File: src/logic/fec_pkg.sv
package fec_pkg;

    // ~~~~~~~~~~~~~~~~~~~~
    // Code geometry.
    // ~~~~~~~~~~~~~~~~~~~~
    localparam int SYM_SIZE  = 4;                // Bits per symbol, GF(2^4).
    localparam int RS_K      = 4;                // Data symbols per codeword.
    localparam int RS_N      = 6;                // Codeword length.
    localparam int RS_2T     = RS_N - RS_K;      // Parity symbols.
    localparam int NUM_H     = 8;                // Number of erasure patterns.
    localparam int ERR_LOC_W = $clog2(NUM_H);    // Pattern index width.
    localparam int CNT_W     = $clog2(RS_N + 1); // Wide enough to hold 0..RS_N.

    typedef logic [SYM_SIZE-1:0]              sym_t;
    typedef logic [RS_K-1:0][SYM_SIZE-1:0]    data_cw_t;
    typedef logic [RS_N-1:0][SYM_SIZE-1:0]    full_cw_t;
    typedef logic [RS_2T-1:0][SYM_SIZE-1:0]   par_cw_t;
    typedef logic [ERR_LOC_W-1:0]             err_loc_t;
    typedef logic [RS_N-1:0]                  erase_vec_t;

    // Field polynomial x^4+x+1, the x^4 term is implied.
    localparam sym_t RS_POLY = 4'h3;

    // g(x) = (x+a)(x+a^2) = x^2 + RS_G1*x + RS_G0.
    localparam sym_t RS_G1 = 4'h6;
    localparam sym_t RS_G0 = 4'h8;

    // Bit i set means symbol i is dropped.
    localparam erase_vec_t RS_ERR_LOC_LUT [NUM_H] = '{
        6'b000000,  // No erasures.
        6'b000001,  // Symbol 0.
        6'b100000,  // Symbol 5.
        6'b000110,  // Symbols 1 and 2.
        6'b100001,  // Symbols 0 and 5.
        6'b001000,  // Symbol 3.
        6'b010100,  // Symbols 2 and 4.
        6'b110000   // Symbols 4 and 5.
    };

    // Shift-and-add multiply, reducing by the field polynomial each step.
    function automatic sym_t gf_mul(sym_t a, sym_t b);
        sym_t acc;
        sym_t x;
        acc = '0;
        x   = a;
        for (int i = 0; i < SYM_SIZE; i++) begin
            if (b[i]) acc = acc ^ x;
            x = x[SYM_SIZE-1] ? sym_t'((x << 1) ^ RS_POLY) : sym_t'(x << 1);
        end
        return acc;
    endfunction

    typedef enum logic {
        IDLE,  // Waiting for a codeword.
        SEND   // Shifting symbols out.
    } stream_state_e;

endpackage

File: src/logic/fec_cw_if.sv
`timescale 1ns/1ps

interface fec_cw_if;

    fec_pkg::full_cw_t cw;       // Symbol 0 in the low bits.
    fec_pkg::err_loc_t err_loc;  // Pattern index travelling with the beat.
    logic              valid;
    logic              ready;

    // ~~~~~~~~~~~~~~~~~~~~
    // Producer side.
    // ~~~~~~~~~~~~~~~~~~~~
    modport src (
        output cw,
        output err_loc,
        output valid,
        input  ready
    );

    // ~~~~~~~~~~~~~~~~~~~~
    // Consumer side.
    // ~~~~~~~~~~~~~~~~~~~~
    modport snk (
        input  cw,
        input  err_loc,
        input  valid,
        output ready
    );

endinterface

File: src/logic/fec_rs_encoder.sv
`timescale 1ns/1ps

module fec_rs_encoder (
    input  logic               clk,
    input  logic               reset,
    input  fec_pkg::data_cw_t  data_in,
    input  fec_pkg::err_loc_t  err_loc_in,
    input  logic               data_in_valid,
    output logic               data_in_ready,
    fec_cw_if.src              out
);

    fec_pkg::par_cw_t parity;  // Index 0 is the x^1 term, goes to symbol 4.
    fec_pkg::sym_t    fb;      // LFSR feedback.

    assign data_in_ready = out.ready;  // Stall passes straight upstream.

    // ~~~~~~~~~~~~~~~~~~~~
    // Parity LFSR, unrolled.
    // ~~~~~~~~~~~~~~~~~~~~
    // Data symbol 0 is the highest power, so it enters first.
    always_comb begin
        parity = '0;
        fb     = '0;
        for (int i = 0; i < fec_pkg::RS_K; i++) begin
            fb        = data_in[i] ^ parity[0];
            parity[0] = parity[1] ^ fec_pkg::gf_mul(fb, fec_pkg::RS_G1);
            parity[1] = fec_pkg::gf_mul(fb, fec_pkg::RS_G0);
        end
    end

    always_ff @(posedge clk) begin
        if (reset) begin
            out.valid <= 1'b0;
        end else if (out.ready) begin
            out.valid <= data_in_valid;
        end
    end

    // Payload only moves when downstream can take it.
    always_ff @(posedge clk) begin
        if (out.ready) begin
            out.cw      <= {parity, data_in};  // Parity lands in symbols 4 and 5.
            out.err_loc <= err_loc_in;
        end
    end

endmodule

File: src/logic/fec_err_inject.sv
`timescale 1ns/1ps

module fec_err_inject (
    input  logic  clk,
    input  logic  reset,
    fec_cw_if.snk in,
    fec_cw_if.src out
);

    // Stage 1 registers.
    fec_pkg::full_cw_t   s1_cw;
    fec_pkg::err_loc_t   s1_loc;
    fec_pkg::erase_vec_t s1_erase;
    logic                s1_valid;

    // Stage 2 registers.
    fec_pkg::full_cw_t                                 s2_cw;
    fec_pkg::err_loc_t                                 s2_loc;
    logic [fec_pkg::RS_N-1:0][fec_pkg::CNT_W-1:0]      s2_idx;
    logic [fec_pkg::CNT_W-1:0]                         s2_count;
    logic                                              s2_valid;

    // Combinational helpers.
    logic [fec_pkg::RS_N-1:0][fec_pkg::CNT_W-1:0]      idx_c;
    logic [fec_pkg::CNT_W-1:0]                         count_c;
    fec_pkg::full_cw_t                                 packed_c;

    assign in.ready = out.ready;  // Whole pipe freezes together.

    // ~~~~~~~~~~~~~~~~~~~~
    // Survivor indexing.
    // ~~~~~~~~~~~~~~~~~~~~
    // Erased symbols all park in the top slot, cleared in stage 3.
    always_comb begin
        count_c = '0;
        for (int i = 0; i < fec_pkg::RS_N; i++) begin
            if (!s1_erase[i]) begin
                idx_c[i] = count_c;
                count_c  = count_c + 1'b1;
            end else begin
                idx_c[i] = fec_pkg::CNT_W'(fec_pkg::RS_N - 1);
            end
        end
    end

    // Scatter, then blank everything at or above the survivor count.
    always_comb begin
        packed_c = '0;
        for (int j = 0; j < fec_pkg::RS_N; j++) begin
            packed_c[s2_idx[j]] = s2_cw[j];
        end
        for (int j = 0; j < fec_pkg::RS_N; j++) begin
            if (j >= s2_count) packed_c[j] = '0;
        end
    end

    // ~~~~~~~~~~~~~~~~~~~~
    // Pipeline registers.
    // ~~~~~~~~~~~~~~~~~~~~
    always_ff @(posedge clk) begin
        if (reset) begin
            s1_valid  <= 1'b0;
            s2_valid  <= 1'b0;
            out.valid <= 1'b0;
        end else if (out.ready) begin
            s1_valid  <= in.valid;
            s2_valid  <= s1_valid;
            out.valid <= s2_valid;
        end
    end

    always_ff @(posedge clk) begin
        if (out.ready) begin
            s1_cw       <= in.cw;                                 // Stage 1.
            s1_loc      <= in.err_loc;
            s1_erase    <= fec_pkg::RS_ERR_LOC_LUT[in.err_loc];
            s2_cw       <= s1_cw;                                 // Stage 2.
            s2_loc      <= s1_loc;
            s2_idx      <= idx_c;
            s2_count    <= count_c;
            out.cw      <= packed_c;                              // Stage 3.
            out.err_loc <= s2_loc;
        end
    end

endmodule

File: src/logic/fec_sym_streamer.sv
`timescale 1ns/1ps

module fec_sym_streamer (
    input  logic              clk,
    input  logic              reset,
    fec_cw_if.snk             in,
    output fec_pkg::sym_t     sym_out,
    output logic              sym_valid,
    output logic              sym_last,
    input  logic              sym_ready,
    output fec_pkg::err_loc_t err_loc_out
);

    fec_pkg::stream_state_e    state_q;
    fec_pkg::full_cw_t         shift_q;   // Next symbol always sits in slot 0.
    logic [fec_pkg::CNT_W-1:0] left_q;    // Symbols still to send, including current.
    fec_pkg::erase_vec_t       in_erase;
    logic [fec_pkg::CNT_W-1:0] in_keep;
    logic                      accept;
    logic                      sym_fire;

    // Count survivors again from the carried pattern index.
    assign in_erase = fec_pkg::RS_ERR_LOC_LUT[in.err_loc];
    assign in_keep  = fec_pkg::CNT_W'(fec_pkg::RS_N - $countones(in_erase));

    assign in.ready = (state_q == fec_pkg::IDLE);  // Take a new codeword only when idle.
    assign accept   = in.valid && in.ready;

    // Outputs come straight from registers, so they hold during a stall.
    assign sym_out   = shift_q[0];
    assign sym_valid = (state_q == fec_pkg::SEND);
    assign sym_last  = sym_valid && (left_q == fec_pkg::CNT_W'(1));
    assign sym_fire  = sym_valid && sym_ready;

    // ~~~~~~~~~~~~~~~~~~~~
    // State.
    // ~~~~~~~~~~~~~~~~~~~~
    always_ff @(posedge clk) begin
        if (reset) begin
            state_q <= fec_pkg::IDLE;
        end else begin
            case (state_q)
                fec_pkg::IDLE: begin
                    if (accept) state_q <= fec_pkg::SEND;
                end
                fec_pkg::SEND: begin
                    if (sym_fire && sym_last) state_q <= fec_pkg::IDLE;  // Final symbol gone.
                end
                default: state_q <= fec_pkg::IDLE;
            endcase
        end
    end

    // ~~~~~~~~~~~~~~~~~~~~
    // Shift register.
    // ~~~~~~~~~~~~~~~~~~~~
    always_ff @(posedge clk) begin
        if (accept) begin
            shift_q     <= in.cw;
            left_q      <= in_keep;
            err_loc_out <= in.err_loc;  // Held for the whole codeword.
        end else if (sym_fire) begin
            shift_q <= {fec_pkg::sym_t'(0), shift_q[fec_pkg::RS_N-1:1]};
            left_q  <= left_q - 1'b1;
        end
    end

endmodule

File: src/logic/fec_top.sv
`timescale 1ns/1ps

module fec_top (
    input  logic              clk,
    input  logic              reset,
    input  fec_pkg::data_cw_t data_in,
    input  fec_pkg::err_loc_t err_loc_in,
    input  logic              data_in_valid,
    output logic              data_in_ready,
    output fec_pkg::sym_t     sym_out,
    output logic              sym_valid,
    output logic              sym_last,
    input  logic              sym_ready,
    output fec_pkg::err_loc_t err_loc_out
);

    // ~~~~~~~~~~~~~~~~~~~~
    // Codeword buses.
    // ~~~~~~~~~~~~~~~~~~~~
    fec_cw_if cw_enc ();  // Encoder to injector.
    fec_cw_if cw_inj ();  // Injector to streamer.

    fec_rs_encoder u_encoder (
        .clk           (clk),
        .reset         (reset),
        .data_in       (data_in),
        .err_loc_in    (err_loc_in),
        .data_in_valid (data_in_valid),
        .data_in_ready (data_in_ready),
        .out           (cw_enc)
    );

    fec_err_inject u_inject (
        .clk   (clk),
        .reset (reset),
        .in    (cw_enc),
        .out   (cw_inj)
    );

    fec_sym_streamer u_stream (
        .clk         (clk),
        .reset       (reset),
        .in          (cw_inj),
        .sym_out     (sym_out),
        .sym_valid   (sym_valid),
        .sym_last    (sym_last),
        .sym_ready   (sym_ready),
        .err_loc_out (err_loc_out)
    );

endmodule

File: config.mk
export PLATFORM = sky130hd
export DESIGN_NAME = fec_top
export DESIGN_NICKNAME = d
export VERILOG_FILES = /design/src/logic/fec_pkg.sv /design/src/logic/fec_cw_if.sv /design/src/logic/fec_rs_encoder.sv /design/src/logic/fec_err_inject.sv /design/src/logic/fec_sym_streamer.sv /design/src/logic/fec_top.sv
export SDC_FILE = /design/constraint.sdc
export NUM_CORES = 1
export LEC_CHECK = 0
export BUFFER_PORTS_ARGS = -buffer_cell sky130_fd_sc_hd__buf_2
export CORE_MARGIN = 8
export CORE_UTILIZATION = 35
export DETAILED_ROUTE_END_ITERATION = 12
export SYNTH_ARGS = -nofsm -noshare
export SYNTH_HDL_FRONTEND = slang
export SYNTH_SLANG_ARGS = --single-unit
File: constraint.sdc
create_clock -name clk -period 3.4 [get_ports clk]
set_clock_uncertainty 0.05 [all_clocks]
set_input_delay 0.34 -clock clk [delete_from_list [all_inputs] [get_ports clk]]
set_output_delay 0.34 -clock clk [all_outputs]
set_load 0.005 [all_outputs]
Yosys cells after proc, flatten, opt, wreduce, memory -nomap -nowiden
Memory sizes are Yosys's and may differ from the RTL's. A register that Yosys moved wholly into a read port is not among the register bits.
Cells that the tools add are included.
- add/sub/neg operators: 12
- order comparisons: 19
- equality and inequality tests: 1
- mux-type cells: 45
- bitwise logic cells: 26
- reduce and logical (&&, ||, !) cells: 12
- operators by type and width (cell ; count):
    $bwmux 24 ; 5
    $demux 4 s3 ; 6
    $mux 24 ; 2
    $xor 4x4->4 ; 10
    $and 24x24->24 ; 1
    $lt 3x4->1 const B ; 6
    $mux 2 ; 12
    $mux 3 ; 8
    $mux 4 ; 6
    $not 2->2 ; 12
    $ge 3x1->1 const B ; 6
    $add 3x1->3 const B ; 4
    $mux 6 ; 2
    $logic_and 1x1->1 ; 10
    $not 3->4 ; 2
    $add 1x1->2 ; 3
    $add 3x3->3 ; 2
    $ge 1x3->1 const A ; 2
    $ge 2x3->1 const A ; 2
    $ge 3x3->1 const A ; 2
    $ge 4x4->1 const B ; 1
    $eq 3x1->1 const B ; 1
    $mux 1 ; 3
    $sub 2x3->3 const A ; 1
    6 further kinds ; 6
- bits in registers: 164
- ROM bits: 96
- output and inout port bits: 10
- memories: 2
- memories (memory ; depth ; width ; rd ports ; clocked after memory_dff ; write ports ; RTL line ; text):
    (name not given) ; 8 ; 6 ; 1 ; 1 ; 0 ; fec_err_inject.sv:76 ; s1_erase <= fec_pkg::RS_ERR_LOC_LUT[in.err_loc];
    (name not given) ; 8 ; 6 ; 1 ; 0 ; 0 ; fec_sym_streamer.sv:23 ; assign in_erase = fec_pkg::RS_ERR_LOC_LUT[in.err_loc];

Longest topological paths before layout
Gate-level depths: netlist of the first run.
- word-level depth: 26
- depth in mapped cells: 13
- mapped depth without buffers: 13

Hierarchy
From an unflattened synthesis of the first run, not the netlist that was laid out.
- cell total of the unflattened synthesis: 549
- area total of the unflattened synthesis: 7872.6 µm²
- modules (own cells, without submodules) (module ; times used ; cells each ; area an instance (µm²) ; sequential area each (µm²)):
    fec_err_inject ; 1 ; 378 ; 4979.8 ; 3213.1
    fec_sym_streamer ; 1 ; 106 ; 1584.0 ; 920.9
    fec_rs_encoder ; 1 ; 65 ; 1308.8 ; 830.8

Least setup slack after synthesis of the first run
No wires, ideal clock.
- path kind: reg2reg
- start point: register u_stream.state_q, in the netlist u_stream.sym_valid
- end point: register u_stream.state_q, in the netlist u_stream.sym_valid
- arrival time: 3.756 ns
- path slack: -0.497 ns
- cell stages (with the launch flop): 5
- cell sequence: dfxtp_1 clkbuf_1 inv_1 nor3b_1 a211oi_1
- cells in the longest elaborated chain, start to end: 4
- elaborated cells between the ends (all ways): 8
- classes of those cells: mux (3); bitwise (1); reduce/logical (4)
- RTL lines (element ; RTL line ; text):
    from (decl) ; fec_sym_streamer.sv:14 ; fec_pkg::stream_state_e state_q;
    from (signal assigned) ; fec_sym_streamer.sv:40 ; state_q <= fec_pkg::IDLE;
    from (signal assigned) ; fec_sym_streamer.sv:44 ; if (accept) state_q <= fec_pkg::SEND;
    from (signal assigned) ; fec_sym_streamer.sv:47 ; if (sym_fire && sym_last) state_q <= fec_pkg::IDLE;
    $not 1->1 (*) ; fec_sym_streamer.sv:26 ; assign in.ready = (state_q == fec_pkg::IDLE);
    named net data_in_ready ; fec_top.sv:9 ; output logic data_in_ready,
    $logic_and 1x1->1 ; fec_sym_streamer.sv:27 ; assign accept = in.valid && in.ready;
    $mux 1 ; fec_sym_streamer.sv:44 ;
    $pmux 1 s2 (*) ; fec_sym_streamer.sv:42 ; case (state_q)
Mark *: on every way through the listed nets, which the timed path passes. The rest lies on a longest branch.
A chain may end at the register's enable or synchronous reset.

Worst setup path after layout of the first run
- start point: register u_inject.s1_erase[0]
- end point: register u_inject.s2_count[1] in the netlist's numbering, data pin
- cells in the longest elaborated chain, start to end: 11
- RTL lines (element ; RTL line ; text):
    from (decl) ; fec_err_inject.sv:13 ; fec_pkg::erase_vec_t s1_erase;
    $mux 1 (*) ; fec_err_inject.sv:37 ; if (!s1_erase[i]) begin
    $add 1x1->2 ; fec_err_inject.sv:39 ; count_c = count_c + 1'b1;
    $mux 3 (*) ; fec_err_inject.sv:37 ;
    $add 3x1->3 ; fec_err_inject.sv:39 ;
    $mux 3 (*) ; fec_err_inject.sv:37 ;
    $add 3x1->3 ; fec_err_inject.sv:39 ;
    $mux 3 (*) ; fec_err_inject.sv:37 ;
    $add 3x1->3 ; fec_err_inject.sv:39 ;
    $mux 3 (*) ; fec_err_inject.sv:37 ;
    $add 3x1->3 ; fec_err_inject.sv:39 ;
    $mux 3 (*) ; fec_err_inject.sv:37 ;
    named net u_inject.count_c (one bit) ; fec_err_inject.sv:25 ; logic [fec_pkg::CNT_W-1:0] count_c;
    to (signal assigned) ; fec_err_inject.sv:80 ; s2_count <= count_c;
    to (decl) ; fec_err_inject.sv:20 ; logic [fec_pkg::CNT_W-1:0] s2_count;
Marked as above.

==> run metrics, run 1 <==
run status finished, final reports clean; Synth area leader sky130_fd_sc_hd__edfxtp_1; minimum clock period 3.11 ns; number of buffers between clock root and the deepest sink 2; critical path's largest stage delay 0.39 ns; number of top-level pins 33; post-synth net total 598; Post-Syn Area 7720 um^2; family of cells with the greatest summed delay on the critical path adder cells; capturing element type of the critical path flip-flop; post-CTS setup buffer count 0; TritonCTS Buffers 17; y dimension of the die 164 um; area fraction of the dominant cell type after synthesis 63.0%; core area 21,800 um^2; Synth Warn # 0; DR WL/cell 16.3 um; Initial Util 35.5%; class of the worst hold path in2reg; GRT met2 Usage 18.3%; number of global-route vias before repair 4,496; sinks on the clock net 167; met3 Use GR 2.99%; Antenna Nets Post-Route 0; clock input transition at the sequential cells of the worst setup and hold paths 0.06 ns; Worst EP arrival 3.24 ns; aggregate global-route resource usage 11.1%; DRC violation count after routing 0; Placement Cell Area 8190 um^2; busiest metal layer after global routing met2; share of final-layout standard cells stronger than drive strength 1 17.8%; first-pass iteration count of the detailed router 4; cell breakdown of the critical path inv_1 -> ha_1 -> xor2_1 -> inv_1 -> ha_1 -> mux2i_1 -> inv_1 -> ha_1 -> nor2_1 -> a21oi_1 -> ha_1 -> mux2_2; total of buffers placed on input and output ports 32; slew of the pin with the lowest slew margin 0.763 ns; max-slew violation count 0; global-route wire length before repair 23,300 um; number of enable-type register cells in the synthesized netlist 162; die area 27,100 um^2; largest fanout of any net on the critical path 4; last weighted congestion value of the routability-driven placer 0.853; Setup violations, final 0; post-synthesis area per instance 13.9 um^2; post-cts gate resize count 0; Starting DRT DRC Count 260; row count 54; required arrival time at the worst endpoint 3.52 ns; setup tns final 0 ns; post-synthesis sequential area ratio 64.3%; setup repair after global routing missed its margin no; core occupancy in the finished layout 40.2%; final cell area excluding filler cells 8740 um^2; post-detailed-route via-to-cell ratio 4.92; largest net degree at the start of global routing 82; share of the clock period used by the worst path 91.6%; Synth Flop Type sky130_fd_sc_hd__edfxtp_1; standard cell with the maximum stage delay on the critical path sky130_fd_sc_hd__edfxtp_1; cts hold-fix bufs 0; die outline width 164 um; CTS tree yes; peak clock frequency supported by timing 0.321 GHz; async set or reset register ratio after synthesis 0%; power density over cell area 680 nW/um^2; top cells by instance count after synthesis 162 x sky130_fd_sc_hd__edfxtp_1, 35 x sky130_fd_sc_hd__nor2_1, 34 x sky130_fd_sc_hd__xnor2_1, 30 x sky130_fd_sc_hd__nand2_1, 27 x sky130_fd_sc_hd__a21oi_1; number of antenna violations at the first check in global routing 0; biggest area contributors in the synthesized netlist sky130_fd_sc_hd__edfxtp_1 63%, sky130_fd_sc_hd__xnor2_1 3.9%, sky130_fd_sc_hd__mux2_2 3.5%; synthesized instance count 554; global-route track usage on met1 13.5%; antenna cells 0; post-place setup slack 0.327 ns; insertion delay of the later-clocked pin in the worst-skew pair 0.43 ns; Hold Violations, Final 0; post-synthesis register bit count 167; Pwr Total 0.00594 W; peak ir drop on the vdd network 0.000278 V; nature of the critical path startpoint flip-flop; number of distinct library cells after synthesis 44; synthesis-to-layout area growth 13.2%; Remaining Overflow, GRT 0; Clock Tree Root sky130_fd_sc_hd__clkbuf_16; post-layout net count 632; routed wire length 14,400 um; crit-path most repeated cell sky130_fd_sc_hd__ha_1; tightest slew margin relative to the limit 49.0%; least setup slack across all paths after layout 0.287 ns; WP buf/inv 3; Leakage Power 3.18 nW; count leader, synth sky130_fd_sc_hd__edfxtp_1; type of the worst setup path reg2reg; max_cap viols 0; CTS H-tree lvls 4; sum of net half-perimeters after detailed placement 10,200 um; vias after detailed routing 4,330
cells in the final DEF (no fill, tap or decap), types with 17 or more instances in the layout:
cell / synthesis / layout
sky130_fd_sc_hd__inv_1: 20 / 19
sky130_fd_sc_hd__a21oi_1: 27 / 27
sky130_fd_sc_hd__nand2_1: 30 / 30
sky130_fd_sc_hd__nor2_1: 35 / 35
sky130_fd_sc_hd__buf_2: 4 / 32
sky130_fd_sc_hd__edfxtp_1: 162 / 162
sky130_fd_sc_hd__clkbuf_16: 0 / 17
sky130_fd_sc_hd__xnor2_1: 34 / 34
sky130_fd_sc_hd__mux2_2: 24 / 24
sky130_fd_sc_hd__ha_1: 19 / 19
logic make-up after synthesis:
group,Yosys count,share of synthesized area (%)
mux,35,4.93
simple gates,155,11.4
xor+xnor,44,5.46
buf+inv,41,2.27
fa+ha+maj,21,3.60
compound gates,91,7.98
flops,167,64.3
through the flow:
| stage | instances | hold WS, ns |
|---|---|---|
| 6_report | 880 | 0.0392 |
| 4_1_cts | 880 | 0.0113 |
| 5_1_grt | 880 | 0.0143 |
| 2_1_floorplan | 554 | 0.350 |
| 3_3_place_gp | 849 | 0.354 |
| 3_5_place_dp | 849 | 0.355 |
worst reg2reg max path, stage by stage, from the launching register on:
cell                       delay [ns]
sky130_fd_sc_hd__edfxtp_1        0.39
sky130_fd_sc_hd__inv_1           0.06
sky130_fd_sc_hd__ha_1            0.33
sky130_fd_sc_hd__xor2_1          0.29
sky130_fd_sc_hd__inv_1           0.08
sky130_fd_sc_hd__ha_1            0.30
sky130_fd_sc_hd__mux2i_1         0.23
sky130_fd_sc_hd__inv_1           0.08
sky130_fd_sc_hd__ha_1            0.28
sky130_fd_sc_hd__nor2_1          0.04
sky130_fd_sc_hd__a21oi_1         0.21
sky130_fd_sc_hd__ha_1            0.27
sky130_fd_sc_hd__mux2_2          0.26
final cells by class:
class	instances	area (um^2)
well taps	280	350
inverters	20	78.8
multi-input cells	346	2580
clock buffers	17	425
repair buffers	36	215
clock inverters	14	125
flip-flops and latches	167	4960
fillers	2036	13000
per-layer routing:
layer  vias up  share of wire (%)
li1       2152                  -
met1      2075                 46
met2        85                 49
met3        18                3.8
met4         0                1.3
met5         -                  0
worst paths after layout:
kind / start / end / slack (ns) / cells past startpoint
hold / removal: err_loc_in[2] / u_encoder.out.err_loc[2] / 0.04 / 1
hold reg to reg: u_encoder.out.cw[12] / u_inject.s1_cw[12] / 0.37 / 0
setup reg to reg: u_inject.s1_erase[0] / u_inject.s2_count[1] / 0.29 / 12
setup / recovery: u_inject.s1_erase[0] / u_inject.s2_count[1] / 0.29 / 12
flip-flops by register name, indices dropped and copies added (netlist names), 3 cells and up:
| name | flops |
|---|---|
| u_encoder.out.cw | 24 |
| u_inject.out.cw | 24 |
| u_inject.s1_cw | 24 |
| u_inject.s2_cw | 24 |
| u_stream.shift_q | 20 |
| u_inject.s2_idx | 15 |
| u_inject.s1_erase | 6 |
| u_stream.sym_out | 4 |
| u_encoder.out.err_loc | 3 |
| u_inject.out.err_loc | 3 |
| u_inject.s1_loc | 3 |
| u_inject.s2_count | 3 |
| u_inject.s2_loc | 3 |
| u_stream.err_loc_out | 3 |
| u_stream.left_q | 3 |
where the power goes:
group	switching, W	leakage (nW)	internal [W]
clock	0.000787	0.263	0.00101
combinational	0.000548	1.18	0.000468
sequential	0.000357	1.74	0.00277
No activity file was read; power rests on OpenSTA's default activity.
==> inputs of run 2 (changes only) <==
--- a/config.mk
+++ b/config.mk
@@ -7,8 +7,9 @@
 export LEC_CHECK = 0
 export BUFFER_PORTS_ARGS = -buffer_cell sky130_fd_sc_hd__buf_2
 export CORE_MARGIN = 8
-export CORE_UTILIZATION = 35
+export CORE_UTILIZATION = 49
 export DETAILED_ROUTE_END_ITERATION = 12
+export PLACE_DENSITY = 0.68
 export SYNTH_ARGS = -nofsm -noshare
 export SYNTH_HDL_FRONTEND = slang
 export SYNTH_SLANG_ARGS = --single-unit
==> run 2 against run 1 <==
  * Flip-flop and latch count is the same
  * Non-clock buffer count shrank 1
  * Register-to-register slack gained 0.02 ns
  * Critical path type unchanged
  * Power grew 0.97%
  * Sequential share of layout area grew 0.48 points
  * Sequential power is essentially flat
  * Highest routed layer unchanged
==> run metrics, run 2 (synthesized netlist as in run 1, its figures left out) <==
run status finished, final reports clean; tightest slew margin relative to the limit 36.6%; DRC violation count after routing 0; row count 46; insertion delay of the later-clocked pin in the worst-skew pair 0.42 ns; core area 15,700 um^2; setup repair after global routing missed its margin no; sinks on the clock net 167; Pwr Total 0.00600 W; cells on worst reg2reg path 12; vias after detailed routing 4,339; share of the clock period used by the worst path 91.0%; clock input transition at the sequential cells of the worst setup and hold paths 0.06 ns; peak clock frequency supported by timing 0.323 GHz; Pint 0.00428 W; Initial Util 49.3%; Hold Violations, Final 0; aggregate global-route resource usage 14.2%; share of total power in sequential cells 52.0%; max-slew violation count 0; most frequent standard cell in the layout excluding fill and tap cells sky130_fd_sc_hd__edfxtp_1; global-route wire length before repair 22,100 um; type of the worst setup path reg2reg; least setup slack across all paths after layout 0.307 ns; share of total power in combinational logic 17.0%; class of the worst hold path in2reg; peak ir drop on the vdd network 0.000381 V; last weighted congestion value of the routability-driven placer 0.824; Leakage Power 3.19 nW; startpoint of the worst-slack reg-to-reg timing path u_inject.s1_erase[0]; synthesis-to-layout area growth 12.3%; number of top-level pins 33; max_cap viols 0; number of buffers between clock root and the deepest sink 2; antenna cells 0; share of final-layout standard cells stronger than drive strength 1 18.0%; clock network power share 31.0%; Placed Instances 784; Cells on Worst Hold Path 1; capturing element type of the critical path flip-flop; sum of net half-perimeters after detailed placement 9440 um; reg-to-reg setup timing slack 0.31 ns; largest net degree at the start of global routing 134; TritonCTS Buffers 17; Worst EP arrival 3.21 ns; start point of the worst min-delay path err_loc_in[2]; final non-filler cell total 816; Setup violations, final 0; net switching share of the total power 28.7%; post-layout net count 631; slew of the pin with the lowest slew margin 0.949 ns; commonest cells after routing, fill and taps aside 162 x sky130_fd_sc_hd__edfxtp_1, 35 x sky130_fd_sc_hd__nor2_1, 34 x sky130_fd_sc_hd__xnor2_1; first-pass iteration count of the detailed router 4; die outline width 142 um; largest fanout of any net on the critical path 4; routed wire length 13,500 um; Clock Tree Root sky130_fd_sc_hd__clkbuf_16; y dimension of the die 142 um; minimum clock period 3.09 ns; setup tns final 0 ns; Remaining Overflow, GRT 0; power density over cell area 692 nW/um^2; CTS tree yes; post-CTS setup buffer count 0; number of global-route vias before repair 4,323; total of buffers placed on input and output ports 32; number of antenna violations at the first check in global routing 0; Worst Hold Path EP u_encoder.out.err_loc[2]; CTS H-tree lvls 4; required arrival time at the worst endpoint 3.52 ns; Antenna Nets Post-Route 0; post-cts gate resize count 0; core occupancy in the finished layout 55.4%; cts hold-fix bufs 0; post-detailed-route via-to-cell ratio 5.32; Starting DRT DRC Count 263; nature of the critical path startpoint flip-flop; DR WL/cell 16.5 um; die area 20,000 um^2; post-place setup slack 0.294 ns; Critical R2R Capture u_inject.s2_count[1]; Switch Pwr 0.00172 W
run 2: cell count changes in the layout (fill, tap and decap cells not counted):
cell and delta:
sky130_fd_sc_hd__buf_12 -1, sky130_fd_sc_hd__clkinv_1 -1, sky130_fd_sc_hd__clkinv_2 -2, sky130_fd_sc_hd__clkinv_4 -1, sky130_fd_sc_hd__clkinvlp_4 -1, sky130_fd_sc_hd__inv_6 +4
sky130_fd_sc_hd__inv_8 +2
run 2: power by group through the flow:
| stage | registers, W | clock network, W | logic (W) |
|---|---|---|---|
| after floorplan | 0.00296 | 0 | 0.000853 |
| after global placement | 0.00314 | 0 | 0.000970 |
| after detailed placement | 0.00316 | 0 | 0.00101 |
| after CTS | 0.00312 | 0.00192 | 0.00102 |
| after global routing | 0.00317 | 0.00199 | 0.00114 |
| final | 0.00312 | 0.00186 | 0.00102 |
run 2: worst max-delay path by stage:
stage / from / end / slack [ns]
2_1_floorplan: u_stream.sym_valid / sym_last / 0.07
6_report: u_inject.s1_erase[0] / u_inject.s2_count[1] / 0.31
3_3_place_gp: u_inject.s1_erase[0] / u_inject.s2_count[1] / 0.45
3_5_place_dp: u_inject.s1_erase[0] / u_inject.s2_count[1] / 0.29
4_1_cts: u_inject.s1_erase[0] / u_inject.s2_count[1] / 0.27
5_1_grt: u_inject.s1_erase[0] / u_inject.s2_count[1] / 0.11
run 2: routing by layer:
metal | wire length (um) | share of wire (%) | vias to the layer above | global-route usage [%]
met5 | 0 | 0 | - | 0
met4 | 268 | 2.0 | 0 | 5.65
met3 | 548 | 4.1 | 26 | 4.33
met2 | 6640 | 49 | 106 | 23.4
met1 | 6020 | 45 | 2055 | 17.0
li1 | - | - | 2152 | -
run 2: cell type report:
| type | count | area (um^2) |
|---|---|---|
| fillers | 1322 | 6990 |
| well taps | 216 | 270 |
| repair buffers | 35 | 195 |
| flip-flops and latches | 167 | 4960 |
| multi-input cells | 346 | 2580 |
| inverters | 20 | 78.8 |
| clock buffers | 17 | 425 |
| clock inverters | 15 | 153 |
run 2: worst max-delay path, cell delays in order (launching register included):
cell,delay [ns]
sky130_fd_sc_hd__edfxtp_1,0.39
sky130_fd_sc_hd__inv_1,0.07
sky130_fd_sc_hd__ha_1,0.33
sky130_fd_sc_hd__xor2_1,0.27
sky130_fd_sc_hd__inv_1,0.07
sky130_fd_sc_hd__ha_1,0.30
sky130_fd_sc_hd__mux2i_1,0.25
sky130_fd_sc_hd__inv_1,0.08
sky130_fd_sc_hd__ha_1,0.28
sky130_fd_sc_hd__nor2_1,0.04
sky130_fd_sc_hd__a21oi_1,0.20
sky130_fd_sc_hd__ha_1,0.26
sky130_fd_sc_hd__mux2_2,0.25
run 2: through the flow:
stage                     instance area, um^2  hold WS [ns]
after global routing                     8670        0.0175
after global placement                   8090         0.351
after floorplan                          7720         0.350
final                                    8670        0.0443
after CTS                                8670        0.0234
after detailed placement                 8090         0.355
==> inputs of run 3 (changes only) <==
--- a/config.mk
+++ b/config.mk
@@ -5,7 +5,8 @@
 export SDC_FILE = /design/constraint.sdc
 export NUM_CORES = 1
 export LEC_CHECK = 0
-export BUFFER_PORTS_ARGS = -buffer_cell sky130_fd_sc_hd__buf_2
+export BUFFER_PORTS_ARGS = -buffer_cell sky130_fd_sc_hd__clkbuf_2
+export CAP_MARGIN = 20
 export CORE_MARGIN = 8
 export CORE_UTILIZATION = 49
 export DETAILED_ROUTE_END_ITERATION = 12
==> run 3 against run 2 <==
  * Global-route usage hardly changed
  * Register-to-register slack better by 0.04 ns
  * Worst hold slack worse by 0.0038 ns
  * Largest cell class unchanged
  * Highest routed layer unchanged
==> run metrics, run 3 (synthesized netlist as in run 1, its figures left out) <==
run status finished, final reports clean; commonest cells after routing, fill and taps aside 162 x sky130_fd_sc_hd__edfxtp_1, 35 x sky130_fd_sc_hd__nor2_1, 34 x sky130_fd_sc_hd__xnor2_1; global-route wire length before repair 22,100 um; cts hold-fix bufs 0; share of final-layout standard cells stronger than drive strength 1 17.5%; total of buffers placed on input and output ports 32; type of the worst setup path reg2reg; routed wire length 13,100 um; Initial Util 49.3%; post-layout net count 631; post-detailed-route via-to-cell ratio 5.25; CTS H-tree lvls 4; Clock Tree Root sky130_fd_sc_hd__clkbuf_16; standard cell with the maximum stage delay on the critical path sky130_fd_sc_hd__edfxtp_1; slew of the pin with the lowest slew margin 0.868 ns; Setup violations, final 0; last weighted congestion value of the routability-driven placer 0.823; clock input transition at the sequential cells of the worst setup and hold paths 0.06 ns; nature of the critical path startpoint flip-flop; share of the clock period used by the worst path 89.7%; critical path's largest stage delay 0.39 ns; first-pass iteration count of the detailed router 4; reg-to-reg setup timing slack 0.35 ns; aggregate global-route resource usage 14.1%; most frequent standard cell in the layout excluding fill and tap cells sky130_fd_sc_hd__edfxtp_1; minimum clock period 3.05 ns; peak ir drop on the vdd network 0.000397 V; Remaining Overflow, GRT 0; sum of net half-perimeters after detailed placement 9300 um; number of buffers between clock root and the deepest sink 2; capturing element type of the critical path flip-flop; DR WL/cell 16.1 um; Antenna Nets Post-Route 0; Placement Cell Area 8090 um^2; post-CTS setup buffer count 0; setup tns final 0 ns; power density over cell area 682 nW/um^2; Worst Setup SP u_inject.s1_erase[0]; tightest slew margin relative to the limit 42.0%; class of the worst hold path in2reg; Leakage Power 3.19 nW; largest fanout of any net on the critical path 4; Starting DRT DRC Count 256; Critical R2R Capture u_inject.s2_count[1]; number of global-route vias before repair 4,351; startpoint of the worst-slack reg-to-reg timing path u_inject.s1_erase[0]; y dimension of the die 142 um; die outline width 142 um; crit-path most repeated cell sky130_fd_sc_hd__ha_1; Pwr Total 0.00590 W; vias after detailed routing 4,282; cells on worst reg2reg path 12; family of cells with the greatest summed delay on the critical path adder cells; number of top-level pins 33; cell breakdown of the critical path inv_1 -> ha_1 -> xor2_1 -> inv_1 -> ha_1 -> mux2i_1 -> inv_1 -> ha_1 -> nor2_1 -> a21oi_1 -> ha_1 -> mux2_2; setup repair after global routing missed its margin no; largest net degree at the start of global routing 134; Worst EP arrival 3.17 ns; synthesis-to-layout area growth 12.0%; required arrival time at the worst endpoint 3.52 ns; CTS tree yes; termination of the worst setup path u_inject.s2_count[1]; insertion delay of the later-clocked pin in the worst-skew pair 0.42 ns; antenna cells 0; final cell area excluding filler cells 8640 um^2; post-cts gate resize count 0; TritonCTS Buffers 17; number of antenna violations at the first check in global routing 0; max-slew violation count 0; Critical Path Stages 12; row count 46; peak clock frequency supported by timing 0.328 GHz; Hold Violations, Final 0; die area 20,000 um^2; max_cap viols 0; WP buf/inv 3; sinks on the clock net 167; DRC violation count after routing 0; core area 15,700 um^2
[run 3: cell count changes in the layout (fill, tap and decap cells not counted)]
cell                         change
sky130_fd_sc_hd__buf_2          -32
sky130_fd_sc_hd__clkbuf_2       +32
sky130_fd_sc_hd__clkinv_4        +4
sky130_fd_sc_hd__inv_6           -3
sky130_fd_sc_hd__inv_8           -3
sky130_fd_sc_hd__clkinv_1        +2
sky130_fd_sc_hd__clkinvlp_4      -2
sky130_fd_sc_hd__clkbuf_1        +1
sky130_fd_sc_hd__clkinv_2        +1
[run 3: power breakdown]
group	leakage [nW]	switching (W)	internal [W]
combinational	1.18	0.000540	0.000466
clock	0.272	0.000763	0.00101
sequential	1.74	0.000340	0.00277
total	3.19	0.00164	0.00425
[run 3: area by class of cell]
cell class / instances / area [um^2]
clock buffer: 18 / 429
multi-input combinational: 346 / 2580
fill: 1319 / 7010
tap: 216 / 270
inverter: 20 / 78.8
timing repair buffer: 35 / 195
clock inverter: 14 / 125
sequential: 167 / 4960
[run 3: metrics by stage]
stage               setup slack [ns]  hold WS [ns]  instances  utilization (%)
floorplan                     0.0671         0.350        554                -
global placement               0.445         0.350        784             51.7
detailed placement             0.342         0.355        784             51.7
CTS                            0.323        0.0164        816             55.2
global route                   0.101        0.0207        816             55.2
finish                         0.351        0.0405        816             55.2
[run 3: how the worst min path moves through the flow]
stage | from | to | depth (start not counted)
floorplan | u_inject.s2_loc[0] | u_inject.out.err_loc[0] | 0
global route | err_loc_in[1] | u_encoder.out.err_loc[1] | 1
detailed placement | u_encoder.out.cw[12] | u_inject.s1_cw[12] | 0
global placement | u_inject.s1_cw[9] | u_inject.s2_cw[9] | 0
CTS | err_loc_in[1] | u_encoder.out.err_loc[1] | 1
finish | err_loc_in[1] | u_encoder.out.err_loc[1] | 1
[run 3: per-layer routing]
metal,track usage (%),share of wire [%],vias up
li1,-,-,2158
met1,17.4,46,2027
met2,23.0,50,78
met3,4.17,3.3,19
met4,5.88,1.6,0
met5,0,0,-
[run 3: worst reg2reg max path: stages (launching register included)]
cell and delay, ns:
sky130_fd_sc_hd__edfxtp_1 0.39, sky130_fd_sc_hd__inv_1 0.06, sky130_fd_sc_hd__ha_1 0.33, sky130_fd_sc_hd__xor2_1 0.27, sky130_fd_sc_hd__inv_1 0.08, sky130_fd_sc_hd__ha_1 0.29, sky130_fd_sc_hd__mux2i_1 0.22, sky130_fd_sc_hd__inv_1 0.07
sky130_fd_sc_hd__ha_1 0.28, sky130_fd_sc_hd__nor2_1 0.03, sky130_fd_sc_hd__a21oi_1 0.20, sky130_fd_sc_hd__ha_1 0.26, sky130_fd_sc_hd__mux2_2 0.26
